### src/hw/vga_pkg.sv
package vga_pkg;

  // column and row counters, enough for frames up to 1023 x 1023
  localparam int COORD_W = 10;

  // pattern codes taken from the low nibble of a received byte
  // codes 7 to 15 have no entry and show black
  typedef enum logic [3:0] {
    PAT_BLACK   = 4'd0,
    PAT_RED     = 4'd1,
    PAT_GREEN   = 4'd2,
    PAT_BLUE    = 4'd3,
    PAT_CHECKER = 4'd4,
    PAT_BARS    = 4'd5,
    PAT_BORDER  = 4'd6
  } pattern_e;

  // uart receiver states
  typedef enum logic [1:0] {
    RX_IDLE,
    RX_START,
    RX_DATA,
    RX_STOP
  } rx_state_e;

endpackage

### src/hw/vga_timing_if.sv
`timescale 1ns/1ns

// recovered syncs with the matching column and row
interface vga_timing_if;
  import vga_pkg::*;

  logic               hsync;
  logic               vsync;
  logic [COORD_W-1:0] col;
  logic [COORD_W-1:0] row;

  // sync recovery side
  modport source (
    output hsync, vsync, col, row
  );

  // pattern generator side
  modport sink (
    input hsync, vsync, col, row
  );

endinterface

### src/hw/sync_gen.sv
`timescale 1ns/1ns

module sync_gen #(
  parameter int TOTAL_COLS  = 800,
  parameter int TOTAL_ROWS  = 525,
  parameter int ACTIVE_COLS = 640,
  parameter int ACTIVE_ROWS = 480
) (
  input  logic clk,
  input  logic i_reset,
  output logic o_hsync,
  output logic o_vsync
);
  import vga_pkg::*;

  logic [COORD_W-1:0] col_q;
  logic [COORD_W-1:0] row_q;

  // counters run one pixel ahead of the registered syncs
  always_ff @(posedge clk) begin
    if (i_reset) begin
      col_q   <= '0;
      row_q   <= '0;
      o_hsync <= 1'b0;
      o_vsync <= 1'b0;
    end else begin
      o_hsync <= (col_q < ACTIVE_COLS);
      o_vsync <= (row_q < ACTIVE_ROWS);
      if (col_q == COORD_W'(TOTAL_COLS - 1)) begin
        col_q <= '0;
        // row steps on column wrap
        if (row_q == COORD_W'(TOTAL_ROWS - 1)) begin
          row_q <= '0;
        end else begin
          row_q <= row_q + 1'b1;
        end
      end else begin
        col_q <= col_q + 1'b1;
      end
    end
  end

  a_col_in_frame : assert property (
    @(posedge clk) disable iff (i_reset)
    col_q < TOTAL_COLS
  ) else $error("sync_gen column count left the frame");

endmodule

### src/hw/sync_count.sv
`timescale 1ns/1ns

module sync_count #(
  parameter int TOTAL_COLS = 800,
  parameter int TOTAL_ROWS = 525
) (
  input  logic         clk,
  input  logic         i_reset,
  input  logic         i_hsync,
  input  logic         i_vsync,
  vga_timing_if.source o_timing
);
  import vga_pkg::*;

  logic vsync_rise;

  // delayed vsync doubles as the previous value for edge detection
  assign vsync_rise = i_vsync & ~o_timing.vsync;

  always_ff @(posedge clk) begin
    if (i_reset) begin
      o_timing.hsync <= 1'b0;
      o_timing.vsync <= 1'b0;
      o_timing.col   <= '0;
      o_timing.row   <= '0;
    end else begin
      o_timing.hsync <= i_hsync;
      o_timing.vsync <= i_vsync;
      if (vsync_rise) begin
        // first active pixel of a new frame
        o_timing.col <= '0;
        o_timing.row <= '0;
      end else if (o_timing.col == COORD_W'(TOTAL_COLS - 1)) begin
        o_timing.col <= '0;
        if (o_timing.row == COORD_W'(TOTAL_ROWS - 1)) begin
          o_timing.row <= '0;
        end else begin
          o_timing.row <= o_timing.row + 1'b1;
        end
      end else begin
        o_timing.col <= o_timing.col + 1'b1;
      end
    end
  end

  a_row_in_frame : assert property (
    @(posedge clk) disable iff (i_reset)
    o_timing.row < TOTAL_ROWS
  ) else $error("sync_count row count left the frame");

endmodule

### src/hw/pattern_gen.sv
`timescale 1ns/1ns

module pattern_gen #(
  parameter int VIDEO_WIDTH  = 3,
  parameter int ACTIVE_COLS  = 640,
  parameter int ACTIVE_ROWS  = 480,
  parameter int CHECKER_LOG2 = 5
) (
  input  logic                   clk,
  input  logic                   i_reset,
  vga_timing_if.sink             i_timing,
  input  logic                   i_rx_valid,
  input  logic [7:0]             i_rx_byte,
  output logic                   o_hsync,
  output logic                   o_vsync,
  output logic [VIDEO_WIDTH-1:0] o_r_val,
  output logic [VIDEO_WIDTH-1:0] o_g_val,
  output logic [VIDEO_WIDTH-1:0] o_b_val
);
  import vga_pkg::*;

  localparam int BAR_W = ACTIVE_COLS / 8;
  localparam logic [VIDEO_WIDTH-1:0] FULL = '1;

  pattern_e               pattern_q;
  logic                   active;
  logic                   checker_on;
  logic                   border_on;
  logic [2:0]             bar_sel;
  logic [VIDEO_WIDTH-1:0] r_next;
  logic [VIDEO_WIDTH-1:0] g_next;
  logic [VIDEO_WIDTH-1:0] b_next;

  // inside the active area both sync levels are high
  assign active = i_timing.hsync & i_timing.vsync;

  assign checker_on = i_timing.col[CHECKER_LOG2] ^ i_timing.row[CHECKER_LOG2];

  assign border_on = (i_timing.row <= 1) || (i_timing.row >= ACTIVE_ROWS - 2) ||
                     (i_timing.col <= 1) || (i_timing.col >= ACTIVE_COLS - 2);

  // bar index from the column, eight equal bars
  always_comb begin
    bar_sel = 3'd0;
    for (int i = 1; i < 8; i++) begin
      if (i_timing.col >= COORD_W'(i * BAR_W)) begin
        bar_sel = 3'(i);
      end
    end
  end

  always_comb begin
    r_next = '0;
    g_next = '0;
    b_next = '0;
    if (active) begin
      case (pattern_q)
        PAT_RED: begin
          r_next = FULL;
        end
        PAT_GREEN: begin
          g_next = FULL;
        end
        PAT_BLUE: begin
          b_next = FULL;
        end
        PAT_CHECKER: begin
          r_next = {VIDEO_WIDTH{checker_on}};
          g_next = {VIDEO_WIDTH{checker_on}};
          b_next = {VIDEO_WIDTH{checker_on}};
        end
        PAT_BARS: begin
          // bar index bits map straight onto r, g, b
          r_next = {VIDEO_WIDTH{bar_sel[2]}};
          g_next = {VIDEO_WIDTH{bar_sel[1]}};
          b_next = {VIDEO_WIDTH{bar_sel[0]}};
        end
        PAT_BORDER: begin
          r_next = {VIDEO_WIDTH{border_on}};
          g_next = {VIDEO_WIDTH{border_on}};
          b_next = {VIDEO_WIDTH{border_on}};
        end
        default: begin
          // black, also for the unused codes
        end
      endcase
    end
  end

  always_ff @(posedge clk) begin
    if (i_reset) begin
      pattern_q <= PAT_BLACK;
      o_hsync   <= 1'b0;
      o_vsync   <= 1'b0;
      o_r_val   <= '0;
      o_g_val   <= '0;
      o_b_val   <= '0;
    end else begin
      if (i_rx_valid) begin
        pattern_q <= pattern_e'(i_rx_byte[3:0]);
      end
      o_hsync <= i_timing.hsync;
      o_vsync <= i_timing.vsync;
      o_r_val <= r_next;
      o_g_val <= g_next;
      o_b_val <= b_next;
    end
  end

  a_blank_outside : assert property (
    @(posedge clk) disable iff (i_reset)
    !(o_hsync && o_vsync) |-> (o_r_val == '0 && o_g_val == '0 && o_b_val == '0)
  ) else $error("pattern_gen drives colour during blanking");

endmodule

### src/hw/uart_rx.sv
`timescale 1ns/1ns

module uart_rx #(
  parameter int CLKS_PER_BIT = 217
) (
  input  logic       clk,
  input  logic       i_reset,
  input  logic       i_rx,
  output logic       o_rx_valid,
  output logic [7:0] o_rx_byte
);
  import vga_pkg::*;

  localparam int CNT_W = $clog2(CLKS_PER_BIT + 1);

  rx_state_e  state_q;
  logic [1:0] rx_meta;
  logic       rx_s;
  logic [CNT_W-1:0] cnt_q;
  logic [2:0] bit_idx_q;
  logic [7:0] shift_q;

  // two flops on the asynchronous serial line
  always_ff @(posedge clk) begin
    rx_meta <= {rx_meta[0], i_rx};
  end
  assign rx_s = rx_meta[1];

  always_ff @(posedge clk) begin
    if (i_reset) begin
      state_q    <= RX_IDLE;
      cnt_q      <= '0;
      bit_idx_q  <= '0;
      o_rx_valid <= 1'b0;
    end else begin
      o_rx_valid <= 1'b0;
      case (state_q)
        RX_IDLE: begin
          cnt_q <= '0;
          if (!rx_s) begin
            state_q <= RX_START;
          end
        end
        RX_START: begin
          // middle of the start bit, drop glitches
          if (cnt_q == CNT_W'((CLKS_PER_BIT - 1) / 2)) begin
            cnt_q     <= '0;
            bit_idx_q <= '0;
            state_q   <= rx_s ? RX_IDLE : RX_DATA;
          end else begin
            cnt_q <= cnt_q + 1'b1;
          end
        end
        RX_DATA: begin
          if (cnt_q == CNT_W'(CLKS_PER_BIT - 1)) begin
            cnt_q     <= '0;
            bit_idx_q <= bit_idx_q + 1'b1;
            if (bit_idx_q == 3'd7) begin
              state_q <= RX_STOP;
            end
          end else begin
            cnt_q <= cnt_q + 1'b1;
          end
        end
        RX_STOP: begin
          if (cnt_q == CNT_W'(CLKS_PER_BIT - 1)) begin
            // a low stop bit is a framing error, byte dropped
            o_rx_valid <= rx_s;
            state_q    <= RX_IDLE;
          end else begin
            cnt_q <= cnt_q + 1'b1;
          end
        end
        default: state_q <= RX_IDLE;
      endcase
    end
  end

  // data bits arrive lsb first
  always_ff @(posedge clk) begin
    if (state_q == RX_DATA && cnt_q == CNT_W'(CLKS_PER_BIT - 1)) begin
      shift_q <= {rx_s, shift_q[7:1]};
    end
  end

  assign o_rx_byte = shift_q;

  a_valid_pulse : assert property (
    @(posedge clk) disable iff (i_reset)
    o_rx_valid |=> !o_rx_valid
  ) else $error("uart_rx valid held for more than one cycle");

endmodule

### src/hw/vga_test_top.sv
`timescale 1ns/1ns

module vga_test_top #(
  parameter int VIDEO_WIDTH  = 3,
  parameter int TOTAL_COLS   = 800,
  parameter int TOTAL_ROWS   = 525,
  parameter int ACTIVE_COLS  = 640,
  parameter int ACTIVE_ROWS  = 480,
  parameter int CHECKER_LOG2 = 5,
  parameter int CLKS_PER_BIT = 217
) (
  input  logic                   clk,
  input  logic                   i_reset,
  input  logic                   i_uart_rx,
  output logic                   o_hsync,
  output logic                   o_vsync,
  output logic [VIDEO_WIDTH-1:0] o_r_val,
  output logic [VIDEO_WIDTH-1:0] o_g_val,
  output logic [VIDEO_WIDTH-1:0] o_b_val
);

  logic       gen_hsync;
  logic       gen_vsync;
  logic       rx_valid;
  logic [7:0] rx_byte;

  vga_timing_if timing ();

  sync_gen #(
    .TOTAL_COLS  (TOTAL_COLS),
    .TOTAL_ROWS  (TOTAL_ROWS),
    .ACTIVE_COLS (ACTIVE_COLS),
    .ACTIVE_ROWS (ACTIVE_ROWS)
  ) sync_gen0 (
    .clk     (clk),
    .i_reset (i_reset),
    .o_hsync (gen_hsync),
    .o_vsync (gen_vsync)
  );

  // rebuild counters from the sync levels
  sync_count #(
    .TOTAL_COLS (TOTAL_COLS),
    .TOTAL_ROWS (TOTAL_ROWS)
  ) sync_count0 (
    .clk      (clk),
    .i_reset  (i_reset),
    .i_hsync  (gen_hsync),
    .i_vsync  (gen_vsync),
    .o_timing (timing.source)
  );

  uart_rx #(
    .CLKS_PER_BIT (CLKS_PER_BIT)
  ) uart_rx0 (
    .clk        (clk),
    .i_reset    (i_reset),
    .i_rx       (i_uart_rx),
    .o_rx_valid (rx_valid),
    .o_rx_byte  (rx_byte)
  );

  pattern_gen #(
    .VIDEO_WIDTH  (VIDEO_WIDTH),
    .ACTIVE_COLS  (ACTIVE_COLS),
    .ACTIVE_ROWS  (ACTIVE_ROWS),
    .CHECKER_LOG2 (CHECKER_LOG2)
  ) pattern_gen0 (
    .clk        (clk),
    .i_reset    (i_reset),
    .i_timing   (timing.sink),
    .i_rx_valid (rx_valid),
    .i_rx_byte  (rx_byte),
    .o_hsync    (o_hsync),
    .o_vsync    (o_vsync),
    .o_r_val    (o_r_val),
    .o_g_val    (o_g_val),
    .o_b_val    (o_b_val)
  );

endmodule

### config.mk
export PLATFORM = sky130hd
export DESIGN_NAME = vga_test_top
export DESIGN_NICKNAME = d
export VERILOG_FILES = /design/src/hw/vga_pkg.sv /design/src/hw/vga_timing_if.sv /design/src/hw/sync_gen.sv /design/src/hw/sync_count.sv /design/src/hw/pattern_gen.sv /design/src/hw/uart_rx.sv /design/src/hw/vga_test_top.sv
export SDC_FILE = /design/constraint.sdc
export NUM_CORES = 1
export LEC_CHECK = 0
export BUFFER_PORTS_ARGS = -buffer_cell sky130_fd_sc_hd__buf_2
export CORE_ASPECT_RATIO = 1.5
export CORE_MARGIN = 4
export CORE_UTILIZATION = 60
export DETAILED_ROUTE_END_ITERATION = 7
export GPL_ROUTABILITY_DRIVEN = 0
export PLACE_DENSITY_LB_ADDON = 0.3
export SYNTH_ARGS = -nofsm -noshare
export SYNTH_HDL_FRONTEND = slang
export SYNTH_SLANG_ARGS = --single-unit
export TNS_END_PERCENT = 50
### constraint.sdc
create_clock -name clk -period 2.8 [get_ports clk]
set_input_delay 0.28 -clock clk [delete_from_list [all_inputs] [get_ports clk]]
set_output_delay 0.28 -clock clk [all_outputs]
set_load 0.01 [all_outputs]
### Yosys cells after proc, flatten, opt, wreduce, memory -nomap -nowiden

Index checks and enable logic that the tools add are counted.

| storage, ports and cells | value |
|---|---|
| bits in latches | 0 |
| memories | 0 |
| bits of input ports | 3 |
| output and inout bits | 11 |
| bits in read-only memories | 0 |
| register bits after elaboration | 83 |
| bits in writable memories | 0 |
| logic and storage cells | 107 |

| cells by class | value |
|---|---|
| bitwise operators | 7 |
| multiplexer cells | 26 |
| shift operators | 0 |
| reduce and logical (&&, ||, !) cells | 13 |
| $mul | 0 |
| order comparisons | 13 |
| div/mod/pow operators | 0 |
| equality and inequality tests | 22 |
| add/sub/neg operators | 6 |

Operator list:

| kind | count |
|---|---|
| 10-bit by 1-bit adder with 10-bit output (second input constant) | 4 |
| 10-bit == test (second input constant) | 4 |
| 10-bit by 9-bit greater-or-equal comparator with 1-bit output (second input constant) | 4 |
| 3-bit case mux with 4 select lines | 3 |
| 8-bit case mux with 4 select lines | 1 |
| 8-bit 2-to-1 mux | 3 |
| 10-bit greater-or-equal comparator (second input constant) | 2 |
| 10-bit by 8-bit greater-or-equal comparator with 1-bit output (second input constant) | 2 |
| 10-bit by 1-bit less-or-equal comparator with 1-bit output (second input constant) | 2 |
| 10-bit 2-to-1 mux | 2 |
| 3-bit 2-to-1 mux | 6 |
| 2-bit 2-to-1 mux | 8 |
| 4-bit by 3-bit == test with 1-bit output (second input constant) | 3 |
| 10-bit by 7-bit greater-or-equal comparator with 1-bit output (second input constant) | 1 |
| 10-bit < comparator (second input constant) | 1 |
| 10-bit by 9-bit < comparator with 1-bit output (second input constant) | 1 |
| 8-bit by 1-bit adder with 8-bit output (second input constant) | 1 |
| 4-bit by 2-bit == test with 1-bit output (second input constant) | 2 |
| 8-bit by 7-bit == test with 1-bit output (second input constant) | 1 |
| 8-bit == test (second input constant) | 1 |
| 2-bit by 1-bit != test with 1-bit output (second input constant) | 4 |
| 2-bit case mux with 4 select lines | 1 |
| 3-bit case mux with 2 select lines | 1 |
| 2-bit OR reduction | 3 |
| other kinds (17) | 26 |

### Depth between registers and ports, before layout

Gate-level depths: netlist (run 1).

| logic depth | value |
|---|---|
| depth in word-level cells | 9 |
| depth in mapped cells | 8 |
| gate-level depth less buffers | 7 |

### Hierarchy

From an unflattened synthesis (run 1), not the netlist that was laid out.

| unflattened totals | value |
|---|---|
| cells, all modules | 400 |
| area, all modules | 3638.5 µm² |

Modules (own cells, without submodules):

| module | area an instance (µm²) | cells each | instances |
|---|---|---|---|
| uart_rx | 1039.7 | 95 | 1 |
| sync_gen | 977.2 | 114 | 1 |
| sync_count | 973.4 | 109 | 1 |
| pattern_gen | 648.1 | 82 | 1 |

### Worst setup path after synthesis (run 1)

Ideal clock, no wire load.

| timing | value |
|---|---|
| kind | register to register |
| start | register sync_count0.o_timing.row[5] |
| end | register pattern_gen0.o_b_val[1] |
| library setup time | 103 ps |
| data required time | 2697 ps |
| arrival | 1894 ps |
| clock period less this slack | 1997 ps |
| path slack | 803 ps |
| stages on the path, launching flop included | 6 |
| buffers on the path | 0 |
| cell sequence | dfxtp_1 -> or4_1 -> or4b_1 -> o2111ai_1 -> a311oi_1 -> a2111oi_2 |

| on the way | value |
|---|---|
| cells in the longest elaborated chain, start to end | 5 |
| elaborated cells on any way between the ends | 7 |
| classes of those cells | 2 x order compare; 1 x mux; 1 x bitwise; 3 x reduce/logical |

Ends and longest elaborated chain:

| element | line | source |
|---|---|---|
| start: declaration | vga_timing_if.sv:14 | `output hsync, vsync, col, row` |
| start signal: assignment | sync_count.sv:38 | `o_timing.row <= o_timing.row + 1'b1;` |
| 10-bit by 1-bit less-or-equal comparator with 1-bit output / 10-bit by 9-bit greater-or-equal comparator with 1-bit output (equally long branches) | pattern_gen.sv:39 | `assign border_on = (i_timing.row <= 1) \|\| (i_timing.row >= ACTIVE_ROWS - 2) \|\|` |
| 1-bit logical OR (2 in series) | pattern_gen.sv:39 |  |
| 1-bit logical OR | pattern_gen.sv:40 | `(i_timing.col <= 1) \|\| (i_timing.col >= ACTIVE_COLS - 2);` |
| 3-bit case mux with 4 select lines (*) | pattern_gen.sv:57 | `case (pattern_q)` |
| end signal: assignment | pattern_gen.sv:106 | `o_b_val <= b_next;` |
| end: declaration | pattern_gen.sv:18 | `output logic [VIDEO_WIDTH-1:0] o_b_val` |

Every way passes the cells marked *; elsewhere a longest branch is shown, timed or not.
A chain may end at the register's enable or synchronous reset.

==> results of run 1 <==
==> layout make-up <==
cell class	instances	area [um2]	area share [%]
Multi-Input combinational cell	286	1850	47.8
Sequential cell	77	1620	41.9
Clock buffer	11	131	3.39
Tap cell	72	90.1	2.33
Inverter	23	86.3	2.23
Timing Repair Buffer	13	65.1	1.68
Clock inverter	5	27.5	0.711
==> state kept, by name, summed over array words and instances (netlist names), 3 cells and up, named ones only <==
| name | count |
|---|---|
| pattern_gen0.pattern_q | 4 |
| sync_count0.o_timing.col | 10 |
| sync_count0.o_timing.row | 10 |
| sync_gen0.col_q | 10 |
| sync_gen0.row_q | 10 |
| uart_rx0.bit_idx_q | 3 |
| uart_rx0.cnt_q | 8 |
| uart_rx0.o_rx_byte | 8 |
==> cell usage in the layout, fill, tap and decap left out, drive strengths merged, types with 4 or more instances in the layout <==
cell     instances
nor3             9
nor4             6
nor2            62
nor2b            4
nand2           32
nand3           16
xnor2           19
nand4           11
edfxtp           8
o21ai            6
o2111ai          4
clkinv           5
clkbuf          11
and3             4
dfxtp           69
or3              4
buf             13
a21oi           13
mux2i            5
inv             23
nand2b           7
or2              4
xor2            18
ha              21
==> path summary, 6_finish.rpt <==
path | depth (start not counted) | start | to | slack [ps]
min | 1 | i_uart_rx | uart_rx0.rx_meta[0]$_DFF_P_ | 30
max | 7 | uart_rx0.cnt_q[0]$_SDFFE_PP0P_ | flip-flop | 610
min reg2reg | 0 | uart_rx0.rx_meta[0]$_DFF_P_ | uart_rx0.rx_meta[1]$_DFF_P_ | 340
max reg2reg | 7 | uart_rx0.cnt_q[0]$_SDFFE_PP0P_ | flip-flop | 610
==> power groups by stage <==
| stage | clock network [mW] | logic [mW] | registers [mW] |
|---|---|---|---|
| 5_1_grt | 0.765 | 0.124 | 1.15 |
| 3_3_place_gp | 0 | 0.103 | 1.17 |
| 6_report | 0.700 | 0.107 | 1.14 |
| 4_1_cts | 0.719 | 0.108 | 1.14 |
| 3_5_place_dp | 0 | 0.108 | 1.17 |
| 2_1_floorplan | 0 | 0.0837 | 1.17 |
==> per-layer routing <==
| layer | GRT usage, % | share of wire [%] | routed length [um] | vias to the layer above |
|---|---|---|---|---|
| met5 | 0 | 0 | 0 | - |
| met4 | 9.68 | 2.8 | 181 | 0 |
| met3 | 5.72 | 3.6 | 228 | 17 |
| met2 | 33.3 | 51 | 3300 | 40 |
| met1 | 20.1 | 42 | 2700 | 1280 |
| li1 | - | - | - | 1398 |
==> worst reg2reg max path, delay by kind of cell (launching register included) <==
kind            cells  cell delay [ps]
flops               1              340
simple gates        2              750
compound gates      3              800
buf+inv             1               80
fa+ha+maj           1              140
==> stage by stage <==
step / hold slack [ps] / total power [mW] / setup slack (ps)
after floorplan: 308 / 1.25 / 803
after global placement: 310 / 1.27 / 726
after detailed placement: 323 / 1.28 / 638
after CTS: 19.2 / 1.97 / 606
after global routing: 15.0 / 2.03 / 419
final: 28.8 / 1.95 / 611
==> cell families after synthesis <==
group | count (synthesis) | share of synthesized area (%)
mux | 5 | 1.37
simple gates | 177 | 24.2
fa+ha+maj | 21 | 7.19
compound gates | 46 | 9.08
buf+inv | 42 | 4.93
flops | 77 | 44.4
xor+xnor | 37 | 8.87
==> flow_summary.html, run 1 <==
<table>
<tr><th>Metric</th><th>Value</th></tr>
<tr><th colspan="2">Run status</th></tr>
<tr><td>Status</td><td>finished clean</td></tr>
<tr><th colspan="2">Worst setup path</th></tr>
<tr><td>CP Launch Type</td><td>flip-flop</td></tr>
<tr><td>Required time at the endpoint of the critical path</td><td>~3100 ps</td></tr>
<tr><td>Category of the critical setup timing path</td><td>flip-flop to flip-flop</td></tr>
<tr><td>Worst path cell trace</td><td>inv_1 -&gt; ha_1 -&gt; nand2_1 -&gt; o31ai_1 -&gt; o2111ai_1 -&gt; or4b_2 -&gt; a21oi_1</td></tr>
<tr><td>Slowest-stage cell, CP</td><td>or4b_2</td></tr>
<tr><td>Element type at the critical path end</td><td>flip-flop</td></tr>
<tr><td>Arrival time of data at the critical path endpoint</td><td>roughly 2500 ps</td></tr>
<tr><td>Total buffers and inverters traversed by the critical path</td><td>1</td></tr>
<tr><td>Gate family responsible for the most delay along the worst path</td><td>compound AO/OA/AOI/OAI gates</td></tr>
<tr><td>Biggest cell delay along the critical path</td><td>~650 ps</td></tr>
<tr><td>Largest fanout on the critical path</td><td>4</td></tr>
<tr><th colspan="2">Synth</th></tr>
<tr><td>Share of synthesized area occupied by flip-flops and latches</td><td>between 40% and 50%</td></tr>
<tr><td>Post-Synthesis Net Count</td><td>about 430</td></tr>
<tr><td>Library cell with the highest instance count after synthesis</td><td>dfxtp_1</td></tr>
<tr><td>Number of standard cells after synthesis</td><td>405</td></tr>
<tr><td>Top cells by area, synth</td><td>dfxtp_1 38%, ha_1 7.2%, edfxtp_1 6.6%</td></tr>
<tr><td>Most used flip-flop cell after synthesis</td><td>dfxtp_1</td></tr>
<tr><td>Distinct cells, synth</td><td>53</td></tr>
<tr><td>Flip-flop and latch count after synthesis</td><td>between 70 and 80</td></tr>
<tr><td>Synthesized area divided by synthesized cell count</td><td>approximately 9 um2</td></tr>
<tr><td>Count of flip-flops with a built-in enable after synthesis</td><td>8</td></tr>
<tr><td>Top post-synthesis cells by count</td><td>69 x dfxtp_1, 62 x nor2_1, 32 x nand2_1</td></tr>
<tr><td>Cell type contributing the most total cell area after synthesis</td><td>dfxtp_1</td></tr>
<tr><td>Yosys top cell area share</td><td>between 30% and 40%</td></tr>
<tr><td>Count of yosys warnings during synthesis</td><td>0</td></tr>
<tr><td>Asr flop ratio synth</td><td>0%</td></tr>
<tr><td>Netlist Area Pre-Place</td><td>~3700 um2</td></tr>
<tr><th colspan="2">GRT</th></tr>
<tr><td>Number of global-route vias before repair</td><td>2743</td></tr>
<tr><td>First-pass GRT wire length</td><td>between 10 and 15 mm</td></tr>
<tr><td>Global route overflow</td><td>0</td></tr>
<tr><td>GRT Util Overall</td><td>a little under a fifth</td></tr>
<tr><td>Antenna violations before repair</td><td>0</td></tr>
<tr><td>Maximum number of pins on one net before global-route repair</td><td>27</td></tr>
<tr><th colspan="2">Layout</th></tr>
<tr><td>Final instance count without filler cells</td><td>between 400 and 500</td></tr>
<tr><td>ANT cells</td><td>0</td></tr>
<tr><td>Area of all placed cells without fillers</td><td>3870 um2</td></tr>
<tr><td>Final layout net count</td><td>434</td></tr>
<tr><td>Layout cells sized above 1</td><td>approximately 9.2%</td></tr>
<tr><td>Layout overhead on the synthesized area</td><td>6.03%</td></tr>
<tr><td>Count of fill cells added during filler insertion</td><td>487</td></tr>
<tr><td>Final core occ</td><td>between 60% and 70%</td></tr>
<tr><th colspan="2">Placed design</th></tr>
<tr><td>Number of buffers inserted by port buffering</td><td>13</td></tr>
<tr><td>Half-perimeter wire length after detailed placement</td><td>4.66 mm</td></tr>
<tr><td>Post-DP Area</td><td>between 3000 and 4000 um2</td></tr>
<tr><td>Placed insts</td><td>471</td></tr>
<tr><th colspan="2">STA</th></tr>
<tr><td>Least-Margin Pin Slew</td><td>518 ps</td></tr>
<tr><td>Fmax</td><td>457 MHz</td></tr>
<tr><td>Setup repair after global routing missed its margin</td><td>false</td></tr>
<tr><td>Final hold violation count</td><td>0</td></tr>
<tr><td>Fin. max-slew vios</td><td>0</td></tr>
<tr><td>Setup violators final</td><td>0</td></tr>
<tr><td>Fraction of the cycle the final worst path needs</td><td>approximately 80%</td></tr>
<tr><td>Setup Skew</td><td>10.3 ps</td></tr>
<tr><td>Worst slew margin relative to its limit</td><td>approximately two thirds</td></tr>
<tr><td>Post-layout minimum cycle time</td><td>2190 ps</td></tr>
<tr><td>Setup TNS</td><td>0 ps</td></tr>
<tr><th colspan="2">Route</th></tr>
<tr><td>Average wire per cell in the routed design</td><td>13.1 um</td></tr>
<tr><td>Starting DRC count in detailed routing</td><td>slightly below 100</td></tr>
<tr><td>Vias after detailed routing</td><td>roughly 2700</td></tr>
<tr><td>Remaining design rule violation count</td><td>0</td></tr>
<tr><td>Total Routed Length</td><td>6.40 mm</td></tr>
<tr><td>Iteration count of the initial detailed-routing pass</td><td>4</td></tr>
<tr><td>Count of antenna-violating nets left after detailed routing</td><td>0</td></tr>
<tr><td>Ratio of routed vias to standard cells</td><td>between 5 and 6</td></tr>
<tr><th colspan="2">Pwr</th></tr>
<tr><td>Net switching power of the design</td><td>around 470 uW</td></tr>
<tr><td>IR Drop Worst-Case VDD</td><td>between 500 and 600 uV</td></tr>
<tr><td>Leakage power</td><td>approximately 1.4 nW</td></tr>
<tr><td>Switching share of total power</td><td>23.9%</td></tr>
<tr><td>Pwr per Cell Area</td><td>504 nW/um2</td></tr>
<tr><td>Internal Dissipation</td><td>1.48 mW</td></tr>
<tr><td>Clock network fraction of design power</td><td>a little over a third</td></tr>
<tr><td>Combinational cell fraction of total power</td><td>5.5%</td></tr>
<tr><td>Sequential share of power</td><td>58.6%</td></tr>
<tr><th colspan="2">Clock tree</th></tr>
<tr><td>Post-cts resize count</td><td>0</td></tr>
<tr><td>Clock tree from TritonCTS</td><td>yes</td></tr>
<tr><td>H-tree depth</td><td>3</td></tr>
<tr><td>Register clock-pin slew on the reported worst setup and hold paths</td><td>80 ps</td></tr>
<tr><td>Number of post-CTS setup repair buffers</td><td>0</td></tr>
<tr><td>Root buf cell</td><td>clkbuf_8</td></tr>
<tr><td>TritonCTS buffer count</td><td>9</td></tr>
<tr><td>Clock latency reported for the late side of the worst-skew pair</td><td>350 ps</td></tr>
<tr><td>Number of buffers between clock root and the deepest sink</td><td>2</td></tr>
<tr><td>Post-CTS Hold Fix Bufs</td><td>0</td></tr>
<tr><td>Number of sinks on the clock net</td><td>a little under 80</td></tr>
<tr><th colspan="2">Floorplanning</th></tr>
<tr><td>Number of placement rows</td><td>34</td></tr>
<tr><td>Area enclosed by the die boundary</td><td>~7400 um2</td></tr>
<tr><td>Number of placed I/O pins</td><td>14</td></tr>
<tr><td>Chip Height</td><td>roughly 100 um</td></tr>
<tr><td>Initial standard-cell utilization of the core</td><td>62.2%</td></tr>
<tr><td>Horiz. Die Dim</td><td>around 72 um</td></tr>
<tr><td>Core area</td><td>between 5000 and 6000 um2</td></tr>
<tr><th colspan="2">Flow run</th></tr>
<tr><td>Max-capacitance violation count</td><td>0</td></tr>
<tr><th colspan="2">Min path</th></tr>
<tr><td>Kind of path behind the tightest hold check</td><td>input port to flip-flop</td></tr>
</table>
Note: power is estimated with default switching activity, not from simulation.
==> run 2: changes to the inputs <==
--- a/config.mk
+++ b/config.mk
@@ -5,6 +5,7 @@
 export SDC_FILE = /design/constraint.sdc
 export NUM_CORES = 1
 export LEC_CHECK = 0
+export ABC_AREA = 1
 export BUFFER_PORTS_ARGS = -buffer_cell sky130_fd_sc_hd__buf_2
 export CORE_ASPECT_RATIO = 1.5
 export CORE_MARGIN = 4
==> constraint.sdc (replaced) <==
create_clock -name clk -period 2.1 [get_ports clk]
set_input_delay 0.21 -clock clk [delete_from_list [all_inputs] [get_ports clk]]
set_output_delay 0.21 -clock clk [all_outputs]
set_load 0.01 [all_outputs]
==> run 2 against run 1 <==
  * Register-to-register slack worse by 210 ps
  * Sequential power up 38%
  * Critical path depth up 1
  * Cell area is 12% higher
  * Global-route usage up 2.0 points
  * Sequential share of layout area decreased by 4.5 points
  * Utilization grew 0.53 points
  * Clock skew down 4.4 ps
==> flow_summary.html, run 2 <==
<table>
<tr><th>Metric</th><th>Value</th></tr>
<tr><th colspan="2">Worst setup path</th></tr>
<tr><td>Biggest cell delay along the critical path</td><td>390 ps</td></tr>
<tr><td>Gate family responsible for the most delay along the worst path</td><td>simple AND/OR/NAND/NOR gates</td></tr>
<tr><td>Worst R2R Path Depth</td><td>8</td></tr>
<tr><td>Category of the critical setup timing path</td><td>flip-flop to flip-flop</td></tr>
<tr><td>Worst path cell trace</td><td>ha_1 -&gt; nand2_1 -&gt; nor2_2 -&gt; inv_1 -&gt; nor2_1 -&gt; nand3_2 -&gt; o21ai_0 -&gt; nor2_1</td></tr>
<tr><td>Reg2Reg Setup Slack</td><td>roughly 400 ps</td></tr>
<tr><td>CP Launch Type</td><td>flip-flop</td></tr>
<tr><td>Arrival time of data at the critical path endpoint</td><td>roughly 1900 ps</td></tr>
<tr><td>Element type at the critical path end</td><td>flip-flop</td></tr>
<tr><td>Total buffers and inverters traversed by the critical path</td><td>1</td></tr>
<tr><td>Endpoint of the lowest-slack register-to-register path</td><td>sync_gen0.row_q[3]$_SDFFE_PP0P_</td></tr>
<tr><td>Slowest-stage cell, CP</td><td>o21ai_0</td></tr>
<tr><td>Required time at the endpoint of the critical path</td><td>2330 ps</td></tr>
<tr><td>R2R Path Start</td><td>sync_gen0.col_q[0]$_SDFF_PP0_</td></tr>
<tr><td>Largest fanout on the critical path</td><td>9</td></tr>
<tr><td>Cell seen most often among critical-path stages</td><td>nor2_1</td></tr>
<tr><th colspan="2">Layout</th></tr>
<tr><td>Count of fill cells added during filler insertion</td><td>around 560</td></tr>
<tr><td>ANT cells</td><td>0</td></tr>
<tr><td>Most common cell after layout, fill and taps aside</td><td>nand2_1</td></tr>
<tr><td>Final core occ</td><td>between 60% and 70%</td></tr>
<tr><td>Storage element area</td><td>1620 um2</td></tr>
<tr><td>Layout cells sized above 1</td><td>about 11%</td></tr>
<tr><td>Area of the multi-input gates</td><td>roughly 2100 um2</td></tr>
<tr><td>Final layout net count</td><td>between 500 and 600</td></tr>
<tr><td>Commonest cells after routing, fill and taps aside</td><td>84 x nand2_1, 77 x inv_1, 77 x nor2_1</td></tr>
<tr><td>Layout overhead on the synthesized area</td><td>6.73%</td></tr>
<tr><th colspan="2">STA</th></tr>
<tr><td>Least-Margin Pin Slew</td><td>approximately 560 ps</td></tr>
<tr><td>Worst hold slack across all endpoints</td><td>between 200 and 250 ps</td></tr>
<tr><td>Post-layout minimum cycle time</td><td>1700 ps</td></tr>
<tr><td>Final hold violation count</td><td>0</td></tr>
<tr><td>Fmax</td><td>a little under 600 MHz</td></tr>
<tr><td>Setup repair after global routing missed its margin</td><td>false</td></tr>
<tr><td>Fin. max-slew vios</td><td>0</td></tr>
<tr><td>Setup violators final</td><td>0</td></tr>
<tr><td>Setup TNS</td><td>0 ps</td></tr>
<tr><td>Worst slew margin relative to its limit</td><td>~62%</td></tr>
<tr><td>Fraction of the cycle the final worst path needs</td><td>approximately 80%</td></tr>
<tr><td>Setup Skew</td><td>between 5 and 6 ps</td></tr>
<tr><th colspan="2">Pwr</th></tr>
<tr><td>Switching share of total power</td><td>26.2%</td></tr>
<tr><td>IR Drop Worst-Case VDD</td><td>roughly 560 uV</td></tr>
<tr><td>Internal Dissipation</td><td>2.19 mW</td></tr>
<tr><td>Pwr per Cell Area</td><td>about 680 nW/um2</td></tr>
<tr><td>Clock network fraction of design power</td><td>about a third</td></tr>
<tr><td>Net switching power of the design</td><td>776 uW</td></tr>
<tr><td>Combinational cell fraction of total power</td><td>around an eighth</td></tr>
<tr><td>Post-route total power</td><td>just under 3 mW</td></tr>
<tr><td>Leakage power</td><td>~1.7 nW</td></tr>
<tr><td>Sequential share of power</td><td>52.8%</td></tr>
<tr><th colspan="2">Floorplanning</th></tr>
<tr><td>Number of placement rows</td><td>36</td></tr>
<tr><td>Horiz. Die Dim</td><td>about 75 um</td></tr>
<tr><td>Number of placed I/O pins</td><td>14</td></tr>
<tr><td>Chip Height</td><td>around 110 um</td></tr>
<tr><td>Area enclosed by the die boundary</td><td>between 8000 and 9000 um2</td></tr>
<tr><td>Core area</td><td>between 6000 and 7000 um2</td></tr>
<tr><td>Initial standard-cell utilization of the core</td><td>62.3%</td></tr>
<tr><th colspan="2">GRT</th></tr>
<tr><td>Maximum number of pins on one net before global-route repair</td><td>17</td></tr>
<tr><td>GRT Util Overall</td><td>a little over a fifth</td></tr>
<tr><td>Number of global-route vias before repair</td><td>around 3300</td></tr>
<tr><td>Antenna violations before repair</td><td>0</td></tr>
<tr><td>First-pass GRT wire length</td><td>about 13 mm</td></tr>
<tr><td>Global route overflow</td><td>0</td></tr>
<tr><th colspan="2">Synth</th></tr>
<tr><td>Post-Synthesis Net Count</td><td>approximately 560</td></tr>
<tr><td>Count of flip-flops with a built-in enable after synthesis</td><td>8</td></tr>
<tr><td>Flip-flop and latch count after synthesis</td><td>a little under 80</td></tr>
<tr><td>Library cell with the highest instance count after synthesis</td><td>nand2_1</td></tr>
<tr><td>Share of synthesized area occupied by flip-flops and latches</td><td>between 30% and 40%</td></tr>
<tr><td>Top cells by area, synth</td><td>dfxtp_1 34%, nand2_1 7.7%, inv_1 7.1%</td></tr>
<tr><td>Cell type contributing the most total cell area after synthesis</td><td>dfxtp_1</td></tr>
<tr><td>Count of yosys warnings during synthesis</td><td>0</td></tr>
<tr><td>Distinct cells, synth</td><td>41</td></tr>
<tr><td>Top post-synthesis cells by count</td><td>84 x nand2_1, 77 x inv_1, 77 x nor2_1</td></tr>
<tr><td>Netlist Area Pre-Place</td><td>a little over 4000 um2</td></tr>
<tr><td>Number of standard cells after synthesis</td><td>534</td></tr>
<tr><td>Asr flop ratio synth</td><td>0%</td></tr>
<tr><td>Yosys top cell area share</td><td>around 34%</td></tr>
<tr><td>Most used flip-flop cell after synthesis</td><td>dfxtp_1</td></tr>
<tr><td>Synthesized area divided by synthesized cell count</td><td>7.62 um2</td></tr>
<tr><th colspan="2">Route</th></tr>
<tr><td>Vias after detailed routing</td><td>about 3300</td></tr>
<tr><td>Remaining design rule violation count</td><td>0</td></tr>
<tr><td>Count of antenna-violating nets left after detailed routing</td><td>0</td></tr>
<tr><td>Starting DRC count in detailed routing</td><td>between 100 and 150</td></tr>
<tr><td>Iteration count of the initial detailed-routing pass</td><td>5</td></tr>
<tr><td>Average wire per cell in the routed design</td><td>roughly 12 um</td></tr>
<tr><td>Total Routed Length</td><td>7.40 mm</td></tr>
<tr><td>Ratio of routed vias to standard cells</td><td>5.25</td></tr>
<tr><th colspan="2">Flow run</th></tr>
<tr><td>Max-capacitance violation count</td><td>0</td></tr>
<tr><th colspan="2">Min path</th></tr>
<tr><td>Hold wc startpoint</td><td>i_reset</td></tr>
<tr><td>Endpoint of the worst hold-timing path</td><td>sync_gen0.row_q[7]$_SDFFE_PP0P_</td></tr>
<tr><td>Number of cells on the worst hold path</td><td>2</td></tr>
<tr><td>Kind of path behind the tightest hold check</td><td>input port to flip-flop</td></tr>
<tr><th colspan="2">Placed design</th></tr>
<tr><td>Half-perimeter wire length after detailed placement</td><td>~5.6 mm</td></tr>
<tr><td>Number of buffers inserted by port buffering</td><td>13</td></tr>
<tr><th colspan="2">Clock tree</th></tr>
<tr><td>Clock latency reported for the late side of the worst-skew pair</td><td>between 300 and 400 ps</td></tr>
<tr><td>TritonCTS buffer count</td><td>9</td></tr>
<tr><td>Root buf cell</td><td>clkbuf_8</td></tr>
<tr><td>H-tree depth</td><td>3</td></tr>
<tr><td>Number of sinks on the clock net</td><td>77</td></tr>
<tr><td>Clock tree from TritonCTS</td><td>yes</td></tr>
<tr><td>Number of buffers between clock root and the deepest sink</td><td>2</td></tr>
<tr><td>Register clock-pin slew on the reported worst setup and hold paths</td><td>70 ps</td></tr>
<tr><th colspan="2">Run status</th></tr>
<tr><td>Status</td><td>finished clean</td></tr>
</table>
-- run 2: worst max-delay path by stage --
stage | from | endpoint | slack (ps) | depth (start not counted)
2_1_floorplan | uart_rx0.cnt_q[0]$_SDFFE_PP0P_ | uart_rx0.o_rx_byte[0]$_DFFE_PP_ | 600 | 6
3_3_place_gp | uart_rx0.state_q[0]$_SDFFE_PP0P_ | uart_rx0.o_rx_byte[7]$_DFFE_PP_ | 490 | 4
3_5_place_dp | uart_rx0.state_q[0]$_SDFFE_PP0P_ | uart_rx0.o_rx_byte[6]$_DFFE_PP_ | 380 | 4
4_1_cts | sync_gen0.col_q[0]$_SDFF_PP0_ | sync_gen0.row_q[3]$_SDFFE_PP0P_ | 410 | 8
5_1_grt | sync_gen0.col_q[0]$_SDFF_PP0_ | sync_gen0.row_q[2]$_SDFFE_PP0P_ | 220 | 8
6_report | sync_gen0.col_q[0]$_SDFF_PP0_ | sync_gen0.row_q[3]$_SDFFE_PP0P_ | 400 | 8
-- run 2: power by group through the flow --
| stage | Sequential (mW) | Combinational, mW | Clock (mW) |
|---|---|---|---|
| 5_1_grt | 1.57 | 0.447 | 1.12 |
| 2_1_floorplan | 1.59 | 0.327 | 0 |
| 6_report | 1.57 | 0.385 | 1.02 |
| 3_3_place_gp | 1.60 | 0.377 | 0 |
| 3_5_place_dp | 1.60 | 0.387 | 0 |
| 4_1_cts | 1.57 | 0.392 | 1.05 |
-- run 2: cell type report --
type	instances	share of cell area, %
Clock buffer	14	3.98
Clock inverter	1	0.115
Timing Repair Buffer	14	1.73
Multi-Input combinational cell	364	47.5
Tap cell	76	2.19
Inverter	82	7.12
Sequential cell	77	37.3
-- run 2: repair_timing --
item	4_1_cts	5_1_grt
hold buffers	1	0
hold endpoints to repair	1	0
setup buffers	0	0
gates resized for setup	0	0
endpoints found under the setup margin	0	0
-- run 2: through the flow --
stage / setup WS, ps / cell area, um2 / cells
2_1_floorplan: 605 / 4070 / 534
6_report: 404 / 4340 / 628
3_5_place_dp: 383 / 4160 / 612
4_1_cts: 411 / 4340 / 628
5_1_grt: 222 / 4340 / 628
3_3_place_gp: 487 / 4160 / 612
-- run 2: cells by family after synthesis --
logic type,Yosys count,synth area share (%)
compound gates,69,9.66
fa+ha+maj,21,6.46
xor+xnor,17,3.66
flops,77,39.9
buf+inv,93,9.41
simple gates,257,31.0
-- run 2: worst register-to-register path: stages (launching register included) --
cell and delay, ps:
dfxtp_1 350, ha_1 170, nand2_1 80, nor2_2 100
inv_1 80, nor2_1 130, nand3_2 180, o21ai_0 400
nor2_1 90
-- run 2: metal layers --
layer  share of wire [%]  track usage [%]  routed length [um]
met5                   0                0                   0
met1                  41             22.6                3050
met4                 2.7             11.0                 202
met2                  53             37.0                3950
met3                 2.7             5.44                 198
